$ cat src/common/procbus_params.svh
/*
 * Address map, keeper timeout and memory depth of the processor bus.
 * Included by every block that decodes addresses or sizes its storage.
 */
`ifndef PROCBUS_PARAMS_SVH
`define PROCBUS_PARAMS_SVH

// cycles the keeper waits for any slave response, at least 2
`define PROCBUS_TIMEOUT 16

// ----------------------------------------
// address map
// ----------------------------------------
`define PROCBUS_DMEM_BASE   32'h0000_0000
`define PROCBUS_DMEM_WORDS  64
`define PROCBUS_DMEM_BYTES  (`PROCBUS_DMEM_WORDS * 4)

`define PROCBUS_PERIPH_BASE  32'h0000_1000
`define PROCBUS_PERIPH_BYTES 16

`define PROCBUS_KEEPER_BASE  32'h0000_2000 // single status word
`define PROCBUS_KEEPER_BYTES 4

// value returned by the read-only peripheral id register
`define PROCBUS_PERIPH_ID 32'h5042_0001

`endif

$ cat src/common/procbus_pkg.sv
/*
 * Shared types of the processor bus, referenced by scoped name.
 * Host side carries held levels, bus side carries one-cycle strobes.
 */
`default_nettype none

package procbus_pkg;

    typedef logic [31:0] addr_t; // byte address
    typedef logic [31:0] data_t; // data word

    // host request, held until ack or err comes back
    typedef struct packed {
        addr_t addr;
        data_t wdata;
        logic  rden;
        logic  wren;
    } host_req_t;

    // response pulse to one host
    typedef struct packed {
        data_t rdata;
        logic  ack;
        logic  err;
    } host_rsp_t;

    // shared bus request, rden/wren high for one cycle
    typedef struct packed {
        addr_t addr;
        data_t wdata;
        logic  rden;
        logic  wren;
    } bus_req_t;

    // slave response, all zeros when idle so responses can be ORed
    typedef struct packed {
        data_t rdata;
        logic  ack;
        logic  err;
    } slv_rsp_t;

    typedef enum logic [1:0] {
        IC_IDLE,   // waiting for a host request
        IC_STROBE, // bus strobe cycle
        IC_WAIT    // waiting for ack or err
    } ic_state_e;

endpackage

`default_nettype wire

$ cat src/verilog/bus_interconnect.sv
/*
 * Two-host round-robin interconnect. Registers the granted request,
 * strobes it onto the shared bus, decodes the slave select and routes the
 * merged response back to the owning host only.
 */
`timescale 1ns/1ps
`default_nettype none
`include "procbus_params.svh"

module bus_interconnect (
    input  wire                    clk_i,
    input  wire                    rstn_i,
    input  procbus_pkg::host_req_t host_req_i [2], // 0 fetch, 1 data
    output procbus_pkg::host_rsp_t host_rsp_o [2],
    output procbus_pkg::bus_req_t  bus_req_o,
    output logic                   sel_mem_o,
    output logic                   sel_periph_o,
    output logic                   sel_keeper_o,
    input  procbus_pkg::slv_rsp_t  slv_rsp_i [3],  // mem, periph, keeper
    input  wire                    keeper_err_i    // monitor error
);

    procbus_pkg::ic_state_e state_q;
    procbus_pkg::host_req_t req_q;    // latched request of the owner
    procbus_pkg::slv_rsp_t  merged;
    logic                   grant_q;  // owner, doubles as last grant
    logic                   grant;
    logic [1:0]             want;
    logic                   busy;
    logic                   done;

    // aligned power-of-two window match
    function automatic logic in_window(procbus_pkg::addr_t a, procbus_pkg::addr_t base,
                                       procbus_pkg::addr_t size);
        return (a & ~(size - 32'd1)) == base;
    endfunction

    // ----------------------------------------
    // arbitration
    // ----------------------------------------
    assign want[0] = host_req_i[0].rden | host_req_i[0].wren;
    assign want[1] = host_req_i[1].rden | host_req_i[1].wren;

    always_comb begin
        if (&want) grant = ~grant_q; // tie goes to the other host
        else       grant = want[1];
    end

    always_ff @(posedge clk_i or negedge rstn_i) begin
        if (!rstn_i) begin
            state_q <= procbus_pkg::IC_IDLE;
            grant_q <= 1'b1; // host 0 wins the first tie
        end else begin
            case (state_q)
                procbus_pkg::IC_IDLE: if (|want) begin
                    state_q <= procbus_pkg::IC_STROBE;
                    grant_q <= grant;
                end
                procbus_pkg::IC_STROBE: state_q <= procbus_pkg::IC_WAIT;
                procbus_pkg::IC_WAIT:   if (done) state_q <= procbus_pkg::IC_IDLE;
                default:                state_q <= procbus_pkg::IC_IDLE;
            endcase
        end
    end

    always_ff @(posedge clk_i) begin
        if ((state_q == procbus_pkg::IC_IDLE) && |want) req_q <= host_req_i[grant];
    end

    // ----------------------------------------
    // bus side
    // ----------------------------------------
    assign busy = state_q != procbus_pkg::IC_IDLE;

    always_comb begin
        bus_req_o.addr  = req_q.addr;
        bus_req_o.wdata = req_q.wdata;
        bus_req_o.rden  = (state_q == procbus_pkg::IC_STROBE) & req_q.rden; // one cycle
        bus_req_o.wren  = (state_q == procbus_pkg::IC_STROBE) & req_q.wren;
    end

    assign sel_mem_o    = busy & in_window(req_q.addr, `PROCBUS_DMEM_BASE, `PROCBUS_DMEM_BYTES);
    assign sel_periph_o = busy & in_window(req_q.addr, `PROCBUS_PERIPH_BASE,
                                           `PROCBUS_PERIPH_BYTES);
    assign sel_keeper_o = busy & in_window(req_q.addr, `PROCBUS_KEEPER_BASE,
                                           `PROCBUS_KEEPER_BYTES);

    // ----------------------------------------
    // response routing
    // ----------------------------------------
    always_comb begin
        merged = '0;
        for (int i = 0; i < 3; i++) begin
            merged.rdata = merged.rdata | slv_rsp_i[i].rdata;
            merged.ack   = merged.ack | slv_rsp_i[i].ack;
            merged.err   = merged.err | slv_rsp_i[i].err;
        end
        merged.err = merged.err | keeper_err_i; // stall or late device error
    end

    assign done = (state_q == procbus_pkg::IC_WAIT) & (merged.ack | merged.err);

    always_comb begin
        for (int h = 0; h < 2; h++) begin
            host_rsp_o[h] = '0;
            if ((state_q == procbus_pkg::IC_WAIT) && (int'(grant_q) == h)) begin
                host_rsp_o[h].rdata = merged.rdata;
                host_rsp_o[h].ack   = merged.ack;
                host_rsp_o[h].err   = merged.err;
            end
        end
    end

    // a transfer never addresses two slaves
    ap_sel_onehot: assert property (@(posedge clk_i) disable iff (!rstn_i)
        $onehot0({sel_mem_o, sel_periph_o, sel_keeper_o}))
        else $error("interconnect selects more than one slave");

endmodule

`default_nettype wire

$ cat src/bus_keeper/bus_keeper.sv
/*
 * Bus keeper. Watches every strobed transfer and ends it with an error
 * when the slave reports one or nothing answers in time, and keeps the
 * cause in a sticky status word that clears on any access.
 */
`timescale 1ns/1ps
`default_nettype none
`include "procbus_params.svh"

module bus_keeper (
    input  wire                   clk_i,
    input  wire                   rstn_i,
    input  procbus_pkg::bus_req_t bus_req_i, // monitored bus
    input  wire                   bus_ack_i, // merged slave ack
    input  wire                   bus_err_i, // merged slave err
    input  wire                   sel_i,     // status register select
    output procbus_pkg::slv_rsp_t rsp_o,
    output logic                  err_o      // monitor error pulse
);

    localparam int   CNT_W       = $clog2(`PROCBUS_TIMEOUT);
    localparam logic ERR_DEVICE  = 1'b0;
    localparam logic ERR_TIMEOUT = 1'b1;

    // monitor state
    logic             pending_q;
    logic [CNT_W-1:0] timeout_q;
    logic             expired;
    logic             mon_err_q;  // registered error, drives err_o
    logic             mon_type_q;

    // status register
    logic                  err_flag_q; // sticky
    logic                  err_type_q;
    logic                  ack_q;
    procbus_pkg::data_t    rdata_q;

    logic strobe;
    logic acc;

    assign strobe  = bus_req_i.rden | bus_req_i.wren;
    assign acc     = sel_i & strobe;
    assign expired = (timeout_q == '0);

    // ----------------------------------------
    // transfer monitor
    // ----------------------------------------
    always_ff @(posedge clk_i or negedge rstn_i) begin
        if (!rstn_i) begin
            pending_q  <= 1'b0;
            timeout_q  <= '0;
            mon_err_q  <= 1'b0;
            mon_type_q <= ERR_DEVICE;
        end else begin
            mon_err_q <= 1'b0;
            if (!pending_q) begin
                timeout_q <= CNT_W'(`PROCBUS_TIMEOUT - 1); // reload while idle
                pending_q <= strobe;
            end else if (bus_err_i) begin // slave ended with error
                mon_err_q  <= 1'b1;
                mon_type_q <= ERR_DEVICE;
                pending_q  <= 1'b0;
            end else if (bus_ack_i) begin // normal end
                pending_q <= 1'b0;
            end else if (expired) begin
                mon_err_q  <= 1'b1;
                mon_type_q <= ERR_TIMEOUT;
                pending_q  <= 1'b0;
            end else begin
                timeout_q <= timeout_q - 1'b1;
            end
        end
    end

    assign err_o = mon_err_q;

    // ----------------------------------------
    // status register
    // ----------------------------------------
    always_ff @(posedge clk_i or negedge rstn_i) begin
        if (!rstn_i) begin
            err_flag_q <= 1'b0;
            err_type_q <= ERR_DEVICE;
            ack_q      <= 1'b0;
            rdata_q    <= '0;
        end else begin
            if (mon_err_q) begin // new error beats the clear
                err_flag_q <= 1'b1;
                err_type_q <= mon_type_q;
            end else if (acc) begin
                err_flag_q <= 1'b0;
            end
            ack_q   <= acc;
            rdata_q <= '0;
            if (acc && bus_req_i.rden) begin
                rdata_q <= {err_flag_q, 30'b0, err_type_q}; // flag bit 31, type bit 0
            end
        end
    end

    assign rsp_o.rdata = rdata_q;
    assign rsp_o.ack   = ack_q;
    assign rsp_o.err   = 1'b0; // own register never fails

    // interconnect must wait for the end of a transfer
    ap_no_overlap: assert property (@(posedge clk_i) disable iff (!rstn_i)
        pending_q |-> !strobe)
        else $error("bus strobe while a transfer is pending");

    // a failed transfer is never also acknowledged
    ap_err_no_ack: assert property (@(posedge clk_i) disable iff (!rstn_i)
        !(err_o && bus_ack_i))
        else $error("keeper error together with bus ack");

endmodule

`default_nettype wire

$ cat src/verilog/data_mem.sv
/*
 * Word data memory on the processor bus.
 * Writes land on the strobe, reads return with ack one cycle later.
 */
`timescale 1ns/1ps
`default_nettype none
`include "procbus_params.svh"

module data_mem (
    input  wire                   clk_i,
    input  wire                   rstn_i,
    input  procbus_pkg::bus_req_t bus_req_i,
    input  wire                   sel_i,
    output procbus_pkg::slv_rsp_t rsp_o
);

    localparam int IDX_W = $clog2(`PROCBUS_DMEM_WORDS);

    procbus_pkg::data_t mem [`PROCBUS_DMEM_WORDS];
    procbus_pkg::data_t rdata_q; // zero unless a read answers
    logic               ack_q;
    logic [IDX_W-1:0]   idx;
    logic               acc;

    assign idx = bus_req_i.addr[IDX_W+1:2]; // drop byte offset
    assign acc = sel_i & (bus_req_i.rden | bus_req_i.wren);

    always_ff @(posedge clk_i) begin
        if (sel_i && bus_req_i.wren) mem[idx] <= bus_req_i.wdata;
    end

    always_ff @(posedge clk_i or negedge rstn_i) begin
        if (!rstn_i) begin
            ack_q   <= 1'b0;
            rdata_q <= '0;
        end else begin
            ack_q   <= acc;
            rdata_q <= (sel_i && bus_req_i.rden) ? mem[idx] : '0;
        end
    end

    assign rsp_o.rdata = rdata_q;
    assign rsp_o.ack   = ack_q;
    assign rsp_o.err   = 1'b0;

endmodule

`default_nettype wire

$ cat src/verilog/slow_periph.sv
/*
 * Slow peripheral with delay, scratch and read-only id registers.
 * Each access is answered delay+1 cycles after its strobe; writes to the
 * id word or the unused last word answer with err.
 */
`timescale 1ns/1ps
`default_nettype none
`include "procbus_params.svh"

module slow_periph (
    input  wire                   clk_i,
    input  wire                   rstn_i,
    input  procbus_pkg::bus_req_t bus_req_i,
    input  wire                   sel_i,
    output procbus_pkg::slv_rsp_t rsp_o
);

    logic [7:0]         delay_q;   // response delay, offset 0
    procbus_pkg::data_t scratch_q; // offset 4
    logic [7:0]         cnt_q;
    logic               busy_q;
    logic               bad_q;     // answer with err
    procbus_pkg::data_t rdata_q;
    logic [1:0]         off;
    logic               acc;
    logic               respond;

    assign off = bus_req_i.addr[3:2]; // word offset in the window
    assign acc = sel_i & (bus_req_i.rden | bus_req_i.wren);

    always_ff @(posedge clk_i or negedge rstn_i) begin
        if (!rstn_i) begin
            delay_q   <= '0;
            scratch_q <= '0;
            cnt_q     <= '0;
            busy_q    <= 1'b0;
            bad_q     <= 1'b0;
        end else begin
            if (acc) begin
                busy_q <= 1'b1;
                cnt_q  <= delay_q; // old delay applies to this access
                bad_q  <= bus_req_i.wren & off[1]; // id or offset 12
            end else if (busy_q) begin
                if (cnt_q == '0) busy_q <= 1'b0;
                else             cnt_q  <= cnt_q - 1'b1;
            end
            if (acc && bus_req_i.wren) begin
                case (off)
                    2'd0:    delay_q   <= bus_req_i.wdata[7:0];
                    2'd1:    scratch_q <= bus_req_i.wdata;
                    default: ; // read-only or unused
                endcase
            end
        end
    end

    // read data captured at the strobe
    always_ff @(posedge clk_i) begin
        if (acc) begin
            rdata_q <= '0;
            if (bus_req_i.rden) begin
                case (off)
                    2'd0:    rdata_q <= {24'b0, delay_q};
                    2'd1:    rdata_q <= scratch_q;
                    2'd2:    rdata_q <= `PROCBUS_PERIPH_ID;
                    default: rdata_q <= '0;
                endcase
            end
        end
    end

    assign respond     = busy_q & (cnt_q == '0);
    assign rsp_o.rdata = respond ? rdata_q : '0;
    assign rsp_o.ack   = respond & ~bad_q;
    assign rsp_o.err   = respond & bad_q;

endmodule

`default_nettype wire

$ cat src/verilog/procbus_top.sv
/*
 * Processor bus subsystem with two host ports.
 * Joins the interconnect, the bus keeper, data memory and slow peripheral.
 */
`timescale 1ns/1ps
`default_nettype none

module procbus_top (
    input  wire                    clk_i,
    input  wire                    rstn_i,
    input  procbus_pkg::host_req_t host_req_i [2], // 0 fetch, 1 data
    output procbus_pkg::host_rsp_t host_rsp_o [2]
);

    procbus_pkg::bus_req_t bus_req;
    procbus_pkg::slv_rsp_t slv_rsp [3]; // mem, periph, keeper
    logic                  sel_mem;
    logic                  sel_periph;
    logic                  sel_keeper;
    logic                  keeper_err;
    logic                  bus_ack;
    logic                  bus_err;

    // merged slave handshake seen by the keeper
    assign bus_ack = slv_rsp[0].ack | slv_rsp[1].ack | slv_rsp[2].ack;
    assign bus_err = slv_rsp[0].err | slv_rsp[1].err | slv_rsp[2].err;

    bus_interconnect u_ic (
        .clk_i        (clk_i),
        .rstn_i       (rstn_i),
        .host_req_i   (host_req_i),
        .host_rsp_o   (host_rsp_o),
        .bus_req_o    (bus_req),
        .sel_mem_o    (sel_mem),
        .sel_periph_o (sel_periph),
        .sel_keeper_o (sel_keeper),
        .slv_rsp_i    (slv_rsp),
        .keeper_err_i (keeper_err)
    );

    bus_keeper u_keeper (
        .clk_i     (clk_i),
        .rstn_i    (rstn_i),
        .bus_req_i (bus_req),
        .bus_ack_i (bus_ack),
        .bus_err_i (bus_err),
        .sel_i     (sel_keeper),
        .rsp_o     (slv_rsp[2]),
        .err_o     (keeper_err)
    );

    data_mem u_dmem (
        .clk_i     (clk_i),
        .rstn_i    (rstn_i),
        .bus_req_i (bus_req),
        .sel_i     (sel_mem),
        .rsp_o     (slv_rsp[0])
    );

    slow_periph u_periph (
        .clk_i     (clk_i),
        .rstn_i    (rstn_i),
        .bus_req_i (bus_req),
        .sel_i     (sel_periph),
        .rsp_o     (slv_rsp[1])
    );

endmodule

`default_nettype wire

$ cat config.mk
export PLATFORM = sky130hd
export DESIGN_NAME = procbus_top
export DESIGN_NICKNAME = d
export VERILOG_FILES = /design/src/common/procbus_pkg.sv /design/src/verilog/bus_interconnect.sv /design/src/bus_keeper/bus_keeper.sv /design/src/verilog/data_mem.sv /design/src/verilog/slow_periph.sv /design/src/verilog/procbus_top.sv
export VERILOG_INCLUDE_DIRS = /design/src /design/src/common
export SDC_FILE = /design/constraint.sdc
export NUM_CORES = 2
export LEC_CHECK = 0
export ABC_AREA = 1
export BUFFER_PORTS_ARGS = -buffer_cell sky130_fd_sc_hd__buf_2
export CORE_ASPECT_RATIO = 2
export CORE_MARGIN = 10
export CORE_UTILIZATION = 60
export CTS_CLUSTER_SIZE = 12
export DETAILED_ROUTE_END_ITERATION = 8
export PLACE_DENSITY_LB_ADDON = 0.1
export SKIP_LAST_GASP = 1
export SYNTH_ARGS = -nofsm -noshare
export SYNTH_HDL_FRONTEND = slang
export SYNTH_SLANG_ARGS = --single-unit
export TNS_END_PERCENT = 50
$ cat constraint.sdc
create_clock -name clk_i -period 4.5 [get_ports clk_i]
set_input_delay 0.675 -clock clk_i [delete_from_list [all_inputs] [get_ports clk_i]]
set_output_delay 0.675 -clock clk_i [all_outputs]
set_load 0.03 [all_outputs]
==> run_results.csv <==
group,metric,value,unit
run_status,status,"finished, final reports clean",
global_routing,antenna_found_initial,28,
floorplan,rows,202,
floorplan,die_h,572,um
setup_path,critPathMaxFanout,30,
sta,rsz0062_at_grt,"false",
detailed_routing,post_drt_wl_per_cell,25.4,um
final_layout,fillers,10859,
sta,tns,0,ns
global_routing,grt_pass1_wl,377,mm
clock_network,ctsHoldBuffers,0,
synthesis,yosysTopAreaCell,"edfxtp_1",
detailed_routing,drt_wl_total,258,mm
final_layout,drive_gt1_share,9.84,%
clock_network,clockRootBuffer,"clkbuf_16",
setup_path,critPathKind,"reg -> out",
floorplan,coreArea,151000,um^2
placement,port_buffers,197,
global_routing,first_global_vias,60616,
setup_path,arrival,2.87,ns
global_routing,use_met1,34.9,%
global_routing,track_usage,30.3,%
clock_network,cts_setup_buffers,0,
clock_network,clk_pin_slew,0.06,ns
setup_path,critPathRequiredTime,3.83,ns
global_routing,grtUsageMet3,4.16,%
detailed_routing,first_iter_violations,7172,
clock_network,htreeDepth,4,
clock_network,numCtsBuffers,214,
worst_hold_path,hp-class,"in -> async",
synthesis,synth_top_flop_cell,"edfxtp_1",
sta,finalCriticalPeriod,3.54,ns
synthesis,mappedNetlistArea,91400,um^2
placement,dpl.hpwl,149,mm
synthesis,async_flop_share,4.36,%
final_layout,nets,8247,
synthesis,ys_seq_area_share,73.3,%
clock_network,clk_latency,0.84,ns
sta,fmax,282,MHz
synthesis,syn_inst,7963,
floorplan,fp.dieW,296,um
clock_network,clock_sinks,2248,
job,cap_violations,0,
placement,gp_congestion,0.879,
sta,slew_viol_final,0,
power_and_ir_drop,ir_worst_vdd,0.000670,V
detailed_routing,vias,61814,
detailed_routing,postRouteAntennaNets,0,
floorplan,dieArea,169000,um^2
setup_path,slowest_stage,"buf_4",
synthesis,yosys_warnings,0,
sta,worst_pin_slew,1.36,ns
global_routing,grt.busiest_layer,"met2",
sta,hold_violations,0,
global_routing,grt_use_met2,52.5,%
sta,max_slew_margin,9.44,%
final_layout,final_core_utilization,67.1,%
synthesis,synth_seq_cells,2248,
synthesis,synth_edf_count,2144,
clock_network,post_cts_resized,0,
floorplan,ios,202,
synthesis,yosysTopAreaCellShare,70.4,%
power_and_ir_drop,power_density,625,nW/um^2
sta,period_share,78.7,%
setup_path,critical_path.max_stage_delay,0.39,ns
synthesis,synth_area_leaders,"edfxtp_1, nand2_1, nand3_1",
setup_path,cpMostUsedCell,"inv_1",
sta,setup-violations-final,0,
global_routing,grt_max_degree,201,
synthesis,syn_nets,8100,
detailed_routing,drc,0,
power_and_ir_drop,p_leak,37.8,nW
global_routing,grt_overflow_total,0,
clock_network,cts_tree,"built",
sta,clock_skew,0.0286,ns
synthesis,avgSynthCellArea,11.5,um^2
detailed_routing,drt-pass1-iter-count,8,
setup_path,worstSetupEndpointType,"output pin",
floorplan,initial_core_util,60.4,%
synthesis,synth_cell_types,32,
setup_path,setup.worst_path.start_class,"flop",
clock_network,clockBufferDepth,4,
final_layout,syn_to_final_growth,11.1,%
detailed_routing,via_per_inst,6.08,
setup_path,crit_chain,"inv_1 > ha_1 > nand3_1 > nor3_4 > buf_4 > a31o_2 > inv_1 > nor2_1 > buf_2",
-- cells in the final DEF, fill, tap and decap left out, types with 3 or more instances in the layout --
master and count:
diode_2 47, xor2_1 7, edfxtp_1 2144, a31oi_1 4, inv_1 340, clkbuf_1 63, a31o_2 30, buf_2 196
o211ai_1 6, buf_12 38, inv_8 3, dfxtp_4 5, a21oi_1 18, clkbuf_8 3, clkbuf_16 219, nand3_1 1864
nor3_1 26, or2_2 46, dfrtp_1 97, o21ai_0 71, ha_1 3, buf_4 188, nand2_1 2505, nor2_1 209
nor2_4 64, nand4_1 11
-- synth_stat cells, types with 7 or more instances --
library cell  number
a21oi_1           19
a31o_2            30
buf_1             61
buf_2             53
clkbuf_1         377
dfrtp_1           97
edfxtp_1        2144
inv_1            342
nand2_1         2505
nand3_1         1864
nand4_1           11
nor2_1           273
nor3_1            26
o21ai_0           71
or2_2             46
xor2_1             7
-- registers in the layout (all words and copies together), names as in the netlist, named ones only --
signal               cells
u_keeper.mon_type_q      1
u_keeper.err_o           1
u_periph.busy_q          1
u_ic.grant_q             1
u_periph.delay_q         8
u_keeper.err_type_q      1
u_periph.cnt_q           8
u_keeper.err_flag_q      1
u_periph.scratch_q      32
u_ic.req_q               2
u_dmem.mem            2048
u_periph.bad_q           1
u_keeper.timeout_q       4
u_ic.bus_req_o          62
u_periph.rdata_q        32
u_dmem.ack_q             1
u_keeper.rdata_q         2
u_ic.state_q             2
u_dmem.rdata_q          32
u_keeper.ack_q           1
u_keeper.pending_q       1
-- worst max-delay path, delay by kind of cell, from the launching register on --
family                     cells  cell delay, ns
buffers and inverters          4            0.80
and+or+nand+nor                3            0.43
DFF                            1            0.36
AOI/OAI and AO/OA              1            0.27
adders and majority gates      1            0.16
-- metrics by stage --
stage / hold WS, ns / setup WS, ns / area (um^2) / instances / total power [mW]
finish: 0.0142 / 0.957 / 102000 / 10167 / 63.5
global route: 0.0959 / 0.758 / 102000 / 10163 / 66.2
CTS: 0.0329 / 0.941 / 101000 / 10120 / 63.4
detailed placement: 0.476 / 1.18 / 95600 / 9832 / 47.6
global placement: 0.473 / 1.23 / 95600 / 9832 / 47.2
floorplan: 0.379 / 1.07 / 91400 / 7963 / 39.4
-- metal layers --
metal / vias up / wire (um)
met1: 30265 / 86900
met2: 3061 / 133000
met4: 4 / 17600
met3: 680 / 19900
met5: - / 27
li1: 27804 / -
-- layout make-up --
| cell class | count | area (um^2) | area share (%) |
|---|---|---|---|
| timing repair buffer | 422 | 3150 | 3.11 |
| inverter | 346 | 1330 | 1.31 |
| antenna | 47 | 118 | 0.116 |
| tap | 1938 | 2420 | 2.39 |
| clock inverter | 3 | 17.5 | 0.0173 |
| sequential | 2248 | 67000 | 66.0 |
| clock buffer | 285 | 5760 | 5.67 |
| multi-input combinational | 4878 | 21700 | 21.4 |
-- power breakdown --
part           internal (mW)  switching [mW]  total (mW)
Sequential              25.6           0.757        26.3
Combinational           5.31            15.9        21.2
Clock                   8.76            7.18        15.9
Total                   39.6            23.8        63.5
-- cell families after synthesis --
logic type / after synthesis / synth area share [%]
and+or+nand+nor: 4733 / 22.2
AOI/OAI and AO/OA: 135 / 0.895
DFF: 2248 / 73.3
adders and majority gates: 3 / 0.0411
buffers and inverters: 837 / 3.51
xor gates and xnor gates: 7 / 0.0671
-- path summary, 6_finish.rpt --
path / start / end / slack, ns / cells past startpoint
max reg2reg: flop / u_dmem.rdata_q[16] / 0.98 / 10
min reg2reg: u_keeper.err_o / u_keeper.err_type_q / 0.47 / 1
max: u_periph.cnt_q[0] / host_rsp_o[57] / 0.96 / 9
min in group clk_i: host_req_i[22] / u_ic.bus_req_o[22] / 0.12 / 3
max in group asynchronous: rstn_i / u_dmem.rdata_q[0] / 3.57 / 2
min: rstn_i / u_periph.cnt_q[3] / 0.01 / 1
No activity file was read; power rests on OpenSTA's default activity.
